`config.mk`:
```
export PLATFORM = sky130hd
export DESIGN_NAME = i2f_top
export DESIGN_NICKNAME = d
export VERILOG_FILES = /design/src/hdl/i2f_pkg.sv /design/src/hdl/lzd.sv /design/src/hdl/i2f_magnitude.sv /design/src/hdl/i2f_normalize.sv /design/src/hdl/i2f_round_pack.sv /design/src/hdl/i2f_top.sv
export VERILOG_INCLUDE_DIRS = /design/src /design/src/hdl
export SDC_FILE = /design/constraint.sdc
export NUM_CORES = 1
export LEC_CHECK = 0
export ABC_CLOCK_PERIOD_IN_PS = 5100
export BUFFER_PORTS_ARGS = -buffer_cell sky130_fd_sc_hd__clkbuf_2
export CAP_MARGIN = 10
export CORE_MARGIN = 4
export CORE_UTILIZATION = 59
export CTS_CLUSTER_SIZE = 10
export DETAILED_ROUTE_END_ITERATION = 10
export GPL_TIMING_DRIVEN = 0
export PLACE_DENSITY = 0.81
export SLEW_MARGIN = 10
export SYNTH_ARGS = -nofsm -noshare
export SYNTH_HDL_FRONTEND = slang
export SYNTH_HIERARCHICAL = 1
export SYNTH_SLANG_ARGS = --single-unit
```
`constraint.sdc`:
```
create_clock -name clk -period 5.1 [get_ports clk]
set_input_delay 0.51 -clock clk [delete_from_list [all_inputs] [get_ports clk]]
set_output_delay 0.51 -clock clk [all_outputs]
set_load 0.1 [all_outputs]
```
`src/hdl/i2f_defines.svh`:
```
// Operand width and binary32 field width and bias macros for the converter
`ifndef I2F_DEFINES_SVH
`define I2F_DEFINES_SVH

// Width of the integer operand accepted at the input
`define I2F_W 32

// Field widths of an IEEE 754 binary32 word
`define F32_EXP_W 8
`define F32_FRAC_W 23

// Exponent bias, so a stored exponent of 127 means 2^0
`define F32_BIAS 127

`endif

```
`src/hdl/i2f_pkg.sv`:
```
// Pipeline stage records and the binary32 result types
`include "i2f_defines.svh"

package i2f_pkg;

  // Bit index of the leading one inside an operand-wide magnitude
  typedef logic [$clog2(`I2F_W)-1:0] idx_t;

  // Record passed from magnitude extraction to normalization
  typedef struct packed {
    // High for one cycle per accepted item
    logic valid;
    // Sign of the original operand, always clear for unsigned input
    logic sign;
    // Absolute value, so the most negative signed input gives 2^31 here
    logic [`I2F_W-1:0] magnitude;
  } mag_t;

  // Record passed from normalization to rounding and packing
  typedef struct packed {
    logic valid;
    logic sign;
    // Set when the magnitude had no bit set at all
    logic zero;
    // Position of the leading one before the shift, which is the unbiased exponent
    idx_t idx;
    // Magnitude shifted left so its leading one sits in the MSB
    logic [`I2F_W-1:0] man;
  } norm_t;

  // Field view of a binary32 word, sign in the MSB
  typedef struct packed {
    logic sign;
    logic [`F32_EXP_W-1:0] exponent;
    logic [`F32_FRAC_W-1:0] fraction;
  } f32_t;

  // The result word is built through its fields and compared as raw bits
  typedef union packed {
    logic [`F32_EXP_W+`F32_FRAC_W:0] bits;
    f32_t f;
  } f32_u;

endpackage : i2f_pkg

```
`src/hdl/lzd.sv`:
```
// Combinational leading-one detector with a one-hot output
//
// It scans from the MSB and marks the first set bit it meets
//
//   x                            y
//   0000_0000                    0000_0000
//   0000_0001                    0000_0001
//   0011_0110                    0010_0000
//   1000_1111                    1000_0000
//
// An all-zero input gives an all-zero output, so an empty y means x was zero

module lzd #(
  // Width of the vector that is searched
  parameter int W = 32
) (
  // Vector to search for its most significant set bit
  input  logic [W-1:0] x
  // One-hot mark of that bit, or zero when nothing is set
, output logic [W-1:0] y
);

  // The search walks down from the MSB while carrying a prefix OR of the
  // bits already passed. A bit only wins while nothing above it was set
  always_comb begin
    logic seen;
    seen = 1'b0;
    for (int i = W - 1; i >= 0; i--) begin
      // Keep this bit only if no higher bit has been set so far
      y[i] = x[i] & ~seen;
      // Fold this bit into the running "a higher bit is set" term
      seen = seen | x[i];
    end
  end

  // The chain above is a ripple of OR gates. For a 32-bit operand it is
  // short enough to close timing inside the normalization stage, and a
  // synthesis tool is free to rebalance it into a tree

endmodule : lzd

```
`src/hdl/i2f_magnitude.sv`:
```
// Stage 1 of the converter which registers the sign and absolute value
`include "i2f_defines.svh"

module i2f_magnitude (
  input  logic                 clk
, input  logic                 rst
  // One-cycle strobe, the operand is taken in any cycle where it is high
, input  logic                 in_valid
, input  logic [`I2F_W-1:0]    operand
  // Read the operand as two's complement when set
, input  logic                 is_signed
, output i2f_pkg::mag_t        mag
);

  import i2f_pkg::*;

  // The operand is negative only when it is read as signed and its MSB is set
  logic              neg;
  // Two's-complement negation of the operand
  logic [`I2F_W-1:0] neg_operand;
  // Next value of the stage register
  mag_t              mag_d;

  assign neg = is_signed & operand[`I2F_W-1];

  // For 0x8000_0000 the negation wraps back to 0x8000_0000, which is
  // exactly 2^31 when the result is read as unsigned
  assign neg_operand = ~operand + 1'b1;

  always_comb begin
    mag_d.valid     = in_valid;
    mag_d.sign      = neg;
    mag_d.magnitude = neg ? neg_operand : operand;
  end

  // Only the valid bit is cleared by reset. Sign and magnitude are
  // don't-care while valid is low
  always_ff @(posedge clk) begin
    mag <= mag_d;
    if (rst) begin
      mag.valid <= 1'b0;
    end
  end

endmodule : i2f_magnitude

```
`src/hdl/i2f_normalize.sv`:
```
// Stage 2 of the converter which finds the leading one and normalizes the magnitude
`include "i2f_defines.svh"

module i2f_normalize (
  input  logic          clk
, input  logic          rst
  // Registered record from the magnitude stage
, input  i2f_pkg::mag_t mag
  // Registered record toward the rounding stage
, output i2f_pkg::norm_t norm
);

  import i2f_pkg::*;

  // One-hot mark of the most significant set bit of the magnitude
  logic [`I2F_W-1:0] lead_onehot;
  // Binary position of that bit
  idx_t              lead_idx;
  // Left shift that moves the leading one into the MSB
  idx_t              shamt;
  // Set when the magnitude is zero and the detector found nothing
  logic              is_zero;
  // Next value of the stage register
  norm_t             norm_d;

  // Search the magnitude for its first 1 from the MSB
  lzd #(
    .W (`I2F_W)
  ) u_lzd (
    .x (mag.magnitude)
  , .y (lead_onehot)
  );

  // One-hot to binary encoder. Since at most one bit is set, OR-ing the
  // indices of all set bits gives the index of the one that is set
  always_comb begin
    lead_idx = '0;
    for (int i = 0; i < `I2F_W; i++) begin
      if (lead_onehot[i]) begin
        lead_idx = lead_idx | idx_t'(i);
      end
    end
  end

  // An empty one-hot vector can only come from a zero magnitude
  assign is_zero = ~|lead_onehot;

  // The leading one at index k needs a shift of (W - 1 - k) to reach the MSB
  assign shamt = idx_t'(`I2F_W - 1) - lead_idx;

  always_comb begin
    norm_d.valid = mag.valid;
    norm_d.sign  = mag.sign;
    norm_d.zero  = is_zero;
    // The index of the leading one is the unbiased exponent of the result
    norm_d.idx   = lead_idx;
    // For a zero input the shift is irrelevant because the result is all zeros
    norm_d.man   = mag.magnitude << shamt;
  end

  // Only the valid bit is cleared by reset
  always_ff @(posedge clk) begin
    norm <= norm_d;
    if (rst) begin
      norm.valid <= 1'b0;
    end
  end

endmodule : i2f_normalize

```
`src/hdl/i2f_round_pack.sv`:
```
// Stage 3 of the converter which rounds to nearest even and packs the binary32 word
`include "i2f_defines.svh"

module i2f_round_pack (
  input  logic           clk
, input  logic           rst
  // Registered record from the normalization stage
, input  i2f_pkg::norm_t norm
  // One-cycle strobe that marks a new result
, output logic           out_valid
, output i2f_pkg::f32_u  result
);

  import i2f_pkg::*;

  localparam int EXP_W  = `F32_EXP_W;
  localparam int FRAC_W = `F32_FRAC_W;
  // Bit of the normalized magnitude just below the kept fraction
  localparam int G_BIT  = `I2F_W - 2 - FRAC_W;

  // Fraction bits below the hidden leading one, before rounding
  logic [FRAC_W-1:0] frac_trunc;
  // First dropped bit
  logic              guard;
  // OR of every dropped bit below the guard bit
  logic              sticky;
  // Increment the fraction
  logic              round_up;
  // Fraction plus rounding increment, with room for the carry out
  logic [FRAC_W:0]   frac_sum;
  // Biased exponent before and after the carry is applied
  logic [EXP_W-1:0]  exp_base;
  logic [EXP_W-1:0]  exp_final;
  // Next value of the result register
  f32_u              packed_d;

  // Bit 31 of the magnitude is the hidden one and is not stored
  assign frac_trunc = norm.man[`I2F_W-2 -: FRAC_W];
  assign guard      = norm.man[G_BIT];
  assign sticky     = |norm.man[G_BIT-1:0];

  // Round up above the halfway point, or exactly on it when the kept
  // fraction is odd so that ties go to the even neighbour
  assign round_up = guard & (sticky | frac_trunc[0]);

  assign frac_sum = {1'b0, frac_trunc} + {{FRAC_W{1'b0}}, round_up};

  // The leading-one index is the power of two of the value
  assign exp_base = EXP_W'(norm.idx) + EXP_W'(`F32_BIAS);

  // A carry out means the fraction was all ones and wrapped to zero, so
  // the value moved up to the next power of two
  assign exp_final = exp_base + EXP_W'(frac_sum[FRAC_W]);

  always_comb begin
    if (norm.zero) begin
      // Zero has no leading one and packs as positive zero
      packed_d.bits = '0;
    end else begin
      packed_d.f.sign     = norm.sign;
      packed_d.f.exponent = exp_final;
      // On a carry these low bits are already zero
      packed_d.f.fraction = frac_sum[FRAC_W-1:0];
    end
  end

  // The result word holds no state of its own and is not reset
  always_ff @(posedge clk) begin
    result <= packed_d;
    if (rst) begin
      out_valid <= 1'b0;
    end else begin
      out_valid <= norm.valid;
    end
  end

endmodule : i2f_round_pack

```
`src/hdl/i2f_top.sv`:
```
// Top level of the three-stage integer to binary32 converter
`include "i2f_defines.svh"

module i2f_top (
  input  logic              clk
, input  logic              rst
  // A strobe at edge N gives out_valid at edge N+3
, input  logic              in_valid
, input  logic [`I2F_W-1:0] operand
, input  logic              is_signed
  // There is no back-pressure, so each result must be taken when it appears
, output logic              out_valid
, output i2f_pkg::f32_u     result
);

  import i2f_pkg::*;

  // Stage 1 to stage 2 record
  mag_t  mag;
  // Stage 2 to stage 3 record
  norm_t norm;

  // Sign and absolute value of the operand
  i2f_magnitude u_magnitude (
    .clk       (clk)
  , .rst       (rst)
  , .in_valid  (in_valid)
  , .operand   (operand)
  , .is_signed (is_signed)
  , .mag       (mag)
  );

  // Leading-one search and left shift of the magnitude
  i2f_normalize u_normalize (
    .clk  (clk)
  , .rst  (rst)
  , .mag  (mag)
  , .norm (norm)
  );

  // Round to nearest even and build the binary32 word
  i2f_round_pack u_round_pack (
    .clk       (clk)
  , .rst       (rst)
  , .norm      (norm)
  , .out_valid (out_valid)
  , .result    (result)
  );

endmodule : i2f_top

```
# Word-level counts from Yosys, hierarchy flattened

Cells that the tools add are included.
Widths: inputs -> output; s select.

Register bits: 106
Bits of input ports: 36
Output and inout bits: 33
Word-level logic and storage cells: 147

$add $sub $neg: 5
Shifts and indexed selects: 1
Multiplexer cells: 32
Bitwise gates (word level): 96
Reductions and logical operators: 3

Operator list:

| kind                  | count |
|---|---|
| $mux 5                | 16 |
| $and 1x1->1           | 33 |
| $add 32x1->32 const B | 1 |
| $mux 32               | 1 |
| $mux 4                | 8 |
| $not 32->32           | 1 |
| $reduce_or 32->1      | 1 |
| $shl 32x5->31         | 1 |
| $not 1->1             | 31 |
| $or 1x1->1            | 31 |
| $add 23x1->24         | 1 |
| $mux 3                | 4 |
| $add 5x7->8 const B   | 1 |
| $add 8x1->8           | 1 |
| $reduce_or 7->1       | 1 |
| $sub 5x5->5 const A   | 1 |
| $mux 2                | 2 |
| $logic_not 1->1       | 1 |
| $mux 1                | 1 |

# Depth between registers and ports, before layout

Gate-level depths: netlist (run 1).

Word-level depth: 64
Gate-level depth with buffers: 14
Gate-level depth less buffers: 13

# Modules after synthesis

Netlist (run 1), hierarchy kept.

Modules (own cells, without submodules):

| module         | instances | cells each | area an instance (µm²) | sequential area each (µm²) |
|---|---|---|---|---|
| i2f_normalize  | 1         | 278        | 2,507.4                | 800.8 |
| i2f_round_pack | 1         | 155        | 1,408.9                | 660.6 |
| i2f_magnitude  | 1         | 144        | 1,392.6                | 680.7 |
| lzd            | 1         | 58         | 414.1                  | 0.0 |

# Worst setup path after synthesis (run 1)

OpenSTA, ideal clock, no wires.

Path kind: reg-to-reg
From: reg u_magnitude/mag[30] (netlist name)
To: reg u_normalize/norm[31] (netlist name)
Setup time: 72 ps
Arrival: 3,698 ps
Data required time: 5,028 ps
Slack: 1,330 ps
Cell stages (with the launch flop): 14
Path buffers: 2
Period minus slack after synthesis: 3,770 ps
Cell sequence: dfxtp_1 -> or4_4 -> or4_4 -> nor3b_2 -> and4b_1 -> nor4_1 -> and4_1 -> clkbuf_1 -> inv_2 -> buf_1 -> mux2i_1 -> mux2i_1 -> mux2_1 -> mux2i_1

==> summary.txt, run 1 <==
======================================================================================================
Largest net degree at the start of global routing                                                   20
Switching part of the total                                                                      0.475
Global routing met1 resource utilization                                                         0.274
Kind of critical path                                                                          reg2reg
Deepest clock path buffer count                                                                      2
Largest clock skew in the final design                                                       0.0151 ns
Leakage Power                                                                                  2.87 nW
Post-route minimum period                                                                      4.49 ns
Number of post-CTS setup repair buffers                                                              0
Worst Setup End Kind                                                                              flop
Launch instance of the worst register-to-register path                                    u_magnitude/mag[30]
Final number of max-transition violations                                                            0
Share of final-layout standard cells stronger than drive strength 1                              0.178
Share of total power in combinational logic                                                      0.448
TritonCTS buffer count                                                                               9
Post-Syn Nets                                                                                      668
Clock transition at the register clock pins on the worst setup and hold paths after CTS        0.10 ns
Most common cell after layout, fill and taps aside                                             dfxtp_1
Maximum fanout encountered on the critical timing path                                              10
Launching element type of the critical path                                                       flop
Number of warnings printed during yosys synthesis                                                    6
Category of cells accounting for the largest share of critical-path delay                 simple AND/OR/NAND/NOR gates
H-tree level count                                                                                   3
Clock tree from TritonCTS                                                                          yes
Depth of the worst hold-timing path                                                                  1
Worst-margin pin slew                                                                         0.720 ns
Quantity of hold-fixing buffers added after cts                                                      0
Chip Height                                                                                     106 um
Number of remaining DRC errors                                                                       0
Most congested layer reported by global routing                                                   met2
Area after DPL                                                                            0.00616 sq mm
Total of buffers placed on input and output ports                                                   68
Min-Delay Endpoint                                                                        u_magnitude/mag[0]
Estimated wirelength of the detail-placed design                                             11,800 um
Detailed Route WL                                                                            14,700 um
Filler cell count                                                                                  791
Number of DRC markers after the initial detailed-route iteration                                   212
TritonCTS Sinks                                                                                    106
Register-to-register setup slack                                                               0.61 ns
Post-Synthesis Cells                                                                               628
Area of the mapped netlist                                                                0.00566 sq mm
Clock share of power                                                                             0.161
Accumulated negative setup slack                                                                  0 ns
GRT overflow                                                                                         0
Synthesis-to-layout area growth                                                                  12.1%
Die area                                                                                  0.0112 sq mm
RSZ-0062 raised after global routing                                                             false
Num ports                                                                                           69
Power per cell area                                                                        465 mW/mm^2
Global-route wire length before repair                                                       23,500 um
Die boundary width                                                                              106 um
Syn avg cell area                                                                           9.01 sq um
Number of cells on the worst reg-to-reg path                                                        13
Core Area                                                                                 0.00928 sq mm
Total non-filler cell area in the finished layout                                         0.00634 sq mm
Internal power                                                                                 1.55 mW
Routed len/inst                                                                                17.4 um
Overall routing resource usage                                                                   0.261
Achievable Freq                                                                                223 MHz
Sequence of cells on the critical path                                                    or4_4 > or4_4 > nor3b_2 > and4b_1 > nor4_1 > and4_1 > clkbuf_1 > inv_2 > buf_1 > mux2i_1 > a21oi_1 > mux2i_1 > o21a_1
R2R Path End                                                                              u_normalize/norm[29]
Number of gates resized after CTS                                                                    0
Clock root buffer master                                                                      clkbuf_8
Power after layout                                                                             2.95 mW
Maximum VDD drop                                                                              0.255 mV
Required arrival time at the worst endpoint                                                    5.36 ns
Run status                                                                                finished clean
Class of the worst hold path                                                                    in2reg
Data arrival, critical path                                                                    4.75 ns
Global-route met3 utilization                                                                   0.0389
Cell at the slowest stage of the critical path                                                   buf_1
Initial core utilization                                                                         0.610
Sequential cell fraction of total power                                                          0.391
Number of buffer and inverter stages on the critical path                                            3
DRT Pass-1 Iters                                                                                     6
Number of global-route vias before repair                                                        4,962
Final setup fails                                                                                    0
Initial antenna violation count                                                                      0
Routed vias                                                                                      5,019
Startpoint of the worst setup timing path                                                 u_magnitude/mag[30]
Switching power of the nets                                                                    1.40 mW
Detailed-route vias per instance                                                                  5.97
Global routing usage on met2                                                                     0.486
Final layout net count                                                                             747
Share of the clock period used by the worst path                                                 0.880
Hold path startpoint                                                                        operand[0]
Worst-Skew Late Latency                                                                        0.36 ns
Highest-count cells in the layout ignoring fill and taps                                  dfxtp_1, mux2i_1, nor2_1, clkbuf_2, a21oi_1
Slew headroom                                                                                    0.520
Antenna cells                                                                                        0
Remaining number of nets flagged by the antenna check after routing                                  0
CP peak stage delay                                                                            0.59 ns
Count of endpoints failing hold in the final timing report                                           0
Std cell rows                                                                                       35
Routability Congestion                                                                           0.962
Max-cap violations                                                                                   0
======================================================================================================
==> through the flow <==
step	instances	hold slack, ns	setup slack [ns]	utilization
floorplan	628	0.310	1.39	-
global placement	825	0.312	0.749	0.664
detailed placement	825	0.319	0.725	0.664
CTS	841	0.280	0.711	0.683
global route	841	0.290	0.483	0.683
finish	841	0.298	0.612	0.683
==> power groups by stage <==
stage | Combinational [mW] | Clock (mW) | Sequential (mW)
floorplan | 0.525 | 0 | 1.67
global placement | 1.30 | 0 | 1.16
detailed placement | 1.31 | 0 | 1.17
CTS | 1.31 | 0.490 | 1.15
global route | 1.39 | 0.527 | 1.18
finish | 1.32 | 0.476 | 1.15
==> worst max-delay path by stage <==
stage,to,slack (ns),depth (start not counted)
2_1_floorplan,u_normalize/norm[15],1.39,13
3_3_place_gp,u_normalize/norm[29],0.75,13
3_5_place_dp,u_normalize/norm[29],0.73,13
4_1_cts,u_normalize/norm[29],0.71,13
5_1_grt,u_normalize/norm[29],0.48,13
6_report,u_normalize/norm[29],0.61,13
==> layout make-up <==
type                            instances  area, sq um  area share
Buffer                                 27          138      0.0217
Tap cell                              129          161      0.0254
Clock buffer                           10          128      0.0201
Multi-Input combinational cell        474         3320       0.523
Inverter                               21         78.8      0.0124
Timing Repair Buffer                   68          340      0.0536
Sequential cell                       106         2120       0.334
Clock inverter                          6         56.3     0.00887
==> layer usage <==
metal  routed length [um]  up-vias  part of all wire
li1                     -     2453                 -
met1                 5530     2264              0.38
met2                 7460      236              0.51
met3                  795       66             0.054
met4                  880        0             0.060
met5                    0        -                 0
==> worst register-to-register path: stages (launching register included) <==
cell and delay (ns):
dfxtp_1 0.36, or4_4 0.58, or4_4 0.57, nor3b_2 0.28, and4b_1 0.29, nor4_1 0.07
and4_1 0.20, clkbuf_1 0.12, inv_2 0.19, buf_1 0.59, mux2i_1 0.30, a21oi_1 0.49
mux2i_1 0.15, o21a_1 0.20
==> state kept, by name, summed over array words and instances, names as in the netlist <==
| name | flops |
|---|---|
| u_normalize/norm | 39 |
| u_round_pack/out_valid | 1 |
| u_round_pack/result | 32 |
| u_magnitude/mag | 34 |
Power figures use the tool's default switching activity.
==> run 2: changes to the inputs <==
- ABC_CLOCK_PERIOD_IN_PS: 5100 -> 3600
- CORE_UTILIZATION: 59 -> 53
- PLACE_DENSITY: 0.81 -> 0.77
- SETUP_SLACK_MARGIN: not set -> 0.1
- clock period: 5.1 -> 3.6 ns (I/O delays scaled with it)
==> run 2 against run 1 <==
The flow now finishes with violations (setup timing). Sequential share of layout area shrank 4.0 points. Clock skew grew 0.0022 ns. First-iteration DRC count grew 32%. Global-route usage shrank 1.6 points. Sequential cell count is the same. Die area grew 10%.
==> summary.txt, run 2 (same netlist as run 1, synthesis figures left out) <==
======================================================================================================
Final setup fails                                                                                    8   +8
Share of the clock period used by the worst path                                                  1.02   +0.139
Run status                                                                                complete, but fails checks
H-tree level count                                                                                   3   unchanged
TritonCTS buffer count                                                                               9   unchanged
GRT overflow                                                                                         0   unchanged
Largest clock skew in the final design                                                       0.0172 ns   +0.00216 ns
Maximum fanout encountered on the critical timing path                                               9   -1
Initial core utilization                                                                         0.546   -0.0638
Std cell rows                                                                                       37   +5.7%
Deepest clock path buffer count                                                                      2   unchanged
Die area                                                                                  0.0124 sq mm   +10%
Top Registers                                                                             u_normalize/norm: 39 flops, u_magnitude/mag: 34 flops, u_round_pack/result: 32 flops
Total non-filler cell area in the finished layout                                         0.00723 sq mm   +14%
Register-to-register setup slack                                                              -0.07 ns   -0.68 ns
Detailed-route vias per instance                                                                  6.00   +0.46%
Detailed Route WL                                                                            15,600 um   +6.7%
Number of DRC markers after the initial detailed-route iteration                                   280   +32%
Clock transition at the register clock pins on the worst setup and hold paths after CTS        0.10 ns   about the same
Footprint of the multi-input gates                                                        0.00379 sq mm   +14%
Core Area                                                                                 0.0104 sq mm   +12%
Die boundary width                                                                              111 um   +5.1%
Depth of the worst hold-timing path                                                                  1   unchanged
Max-cap violations                                                                                   0   unchanged
Required arrival time at the worst endpoint                                                    3.88 ns   -1.48 ns
Remaining number of nets flagged by the antenna check after routing                                  0   unchanged
Worst hold-check slack                                                                        0.129 ns   -0.170 ns
Clock tree from TritonCTS                                                                          yes
Final number of max-transition violations                                                            0   unchanged
Antenna cells                                                                                        0   unchanged
Most common cell after layout, fill and taps aside                                             dfxtp_1
Estimated wirelength of the detail-placed design                                             11,500 um   -3.0%
Switching power of the nets                                                                    2.13 mW   +52%
RSZ-0062 raised after global routing                                                              true
Largest net degree at the start of global routing                                                   19   -5.0%
Routed vias                                                                                      5,264   +4.9%
Internal power                                                                                 2.49 mW   +61%
Clock root buffer master                                                                      clkbuf_8
Min setup slack post-route                                                                  -0.0692 ns   -0.681 ns
Leakage Power                                                                                  3.06 nW   +6.9%
R2R Path End                                                                              u_normalize/norm[16]
Area after DPL                                                                            0.00617 sq mm   +0.20%
Routability Congestion                                                                           0.958   -0.43%
Worst-Skew Late Latency                                                                        0.38 ns   +0.02 ns
Worst-margin pin slew                                                                         0.755 ns   +0.0344 ns
Kind of critical path                                                                          reg2reg
Total of buffers placed on input and output ports                                                   68   unchanged
Launch instance of the worst register-to-register path                                    u_magnitude/mag[29]
Sequential cell area                                                                      0.00213 sq mm   +0.18%
Routed len/inst                                                                                17.8 um   +2.2%
Data arrival, critical path                                                                    3.95 ns   -0.80 ns
Overall routing resource usage                                                                   0.246   -0.0156
Hold path startpoint                                                                        operand[0]
Achievable Freq                                                                                273 MHz   +22%
Global-route wire length before repair                                                       24,900 um   +6.0%
Share of total power in combinational logic                                                      0.482   +0.034
Share of final-layout standard cells stronger than drive strength 1                              0.313   +0.134
Synthesis-to-layout area growth                                                                  27.7%
Power per cell area                                                                        639 mW/mm^2   +37%
Initial antenna violation count                                                                      0   unchanged
Worst Setup End Kind                                                                              flop
Class of the worst hold path                                                                    in2reg
Final layout net count                                                                             777   +4.0%
Number of remaining DRC errors                                                                       0   unchanged
Launching element type of the critical path                                                       flop
Highest-count cells in the layout ignoring fill and taps                                  dfxtp_1, clkbuf_2, nor2_1, mux2i_2, a21oi_1
Filler cell count                                                                                  813   +2.8%
Chip Height                                                                                     111 um   +5.1%
Failing checks                                                                            setup timing
Number of cells on the worst reg-to-reg path                                                        13   unchanged
Sequential cell fraction of total power                                                          0.358   -0.033
Number of flip-flops under the largest register name                                                39   unchanged
Min-Delay Endpoint                                                                        u_magnitude/mag[0]
Number of global-route vias before repair                                                        5,138   +3.5%
Switching part of the total                                                                      0.461   -0.0143
Slew headroom                                                                                    0.490   -0.0300
Top reg by flops                                                                          u_normalize/norm
DRT Pass-1 Iters                                                                                     6   unchanged
TritonCTS Sinks                                                                                    106   unchanged
Count of endpoints failing hold in the final timing report                                           0   unchanged
Post-route minimum period                                                                      3.67 ns   -0.819 ns
Clock share of power                                                                             0.160   about the same
Maximum VDD drop                                                                              0.459 mV   +80%
Quantity of hold-fixing buffers added after cts                                                      0   unchanged
Num ports                                                                                           69   unchanged
======================================================================================================
run 2: cell count changes in the layout (fill, tap and decap cells not counted), moves of 4 or more:
cell	previous run	this run
buf_12	0	5
buf_6	3	8
clkbuf_1	16	12
o21ai_0	11	7
buf_4	2	23
mux2i_4	0	16
o21ai_1	0	4
mux2i_1	72	24
mux2i_2	0	32
run 2: worst max-delay path by stage:
stage | slack, ns | end | cells after the start | start
floorplan | 0.10 | u_normalize/norm[15] | 13 | u_magnitude/mag[30]
global placement | -0.51 | u_normalize/norm[28] | 14 | u_magnitude/mag[30]
detailed placement | -0.59 | u_normalize/norm[28] | 12 | u_magnitude/mag[30]
CTS | 0.03 | u_normalize/norm[28] | 14 | u_magnitude/mag[29]
global route | -0.18 | u_normalize/norm[24] | 15 | u_magnitude/mag[29]
finish | -0.07 | u_normalize/norm[16] | 13 | u_magnitude/mag[29]
run 2: area by class of cell:
cell class                      instances  share of cell area
Inverter                               21              0.0119
Timing Repair inverter                  1             0.00104
Sequential cell                       106               0.294
Clock buffer                           10              0.0177
Multi-Input combinational cell        474               0.524
Clock inverter                          6             0.00969
Tap cell                              136              0.0235
Timing Repair Buffer                   97              0.0879
Buffer                                 27              0.0303
run 2: worst max-delay path: stages (launching register included):
cell,delay [ns]
dfxtp_2,0.33
or4_4,0.53
or4_4,0.50
nor3b_4,0.24
and4b_2,0.30
nor4_1,0.06
and4_1,0.24
buf_8,0.15
inv_4,0.11
buf_4,0.23
mux2i_1,0.43
mux2i_1,0.14
o22a_1,0.23
o31ai_1,0.08
run 2: layer usage:
layer	vias to the layer above	part of all wire	global-route usage
li1	2508	-	-
met1	2403	0.38	0.262
met2	256	0.49	0.450
met3	97	0.057	0.0370
met4	0	0.073	0.157
met5	-	0	0
run 2: stage by stage:
| step | setup WS (ns) | util | instances | setup TNS, ns | power [mW] |
|---|---|---|---|---|---|
| final | -0.0692 | 0.697 | 878 | -0.251 | 4.62 |
| after global routing | -0.179 | 0.697 | 878 | -2.32 | 4.82 |
| after CTS | 0.0252 | 0.672 | 869 | 0 | 4.49 |
| after detailed placement | -0.594 | 0.595 | 832 | -9.93 | 3.51 |
| after global placement | -0.508 | 0.595 | 832 | -8.90 | 3.49 |
| after floorplan | 0.102 | - | 628 | 0 | 3.12 |
run 2: repair_timing:
item / in CTS / in global routing
cloned: 2 / 1
buffers inserted: 19 / 8
setup endpoints to repair: 32 / 28
pin swaps: 18 / 11
gates resized for setup: 94 / 39
run 2: power groups by stage:
| stage | Combinational (mW) | Clock, mW | Sequential [mW] |
|---|---|---|---|
| 2_1_floorplan | 0.745 | 0 | 2.37 |
| 3_3_place_gp | 1.84 | 0 | 1.65 |
| 3_5_place_dp | 1.85 | 0 | 1.66 |
| 4_1_cts | 2.09 | 0.754 | 1.64 |
| 5_1_grt | 2.32 | 0.804 | 1.70 |
| 6_report | 2.23 | 0.739 | 1.65 |
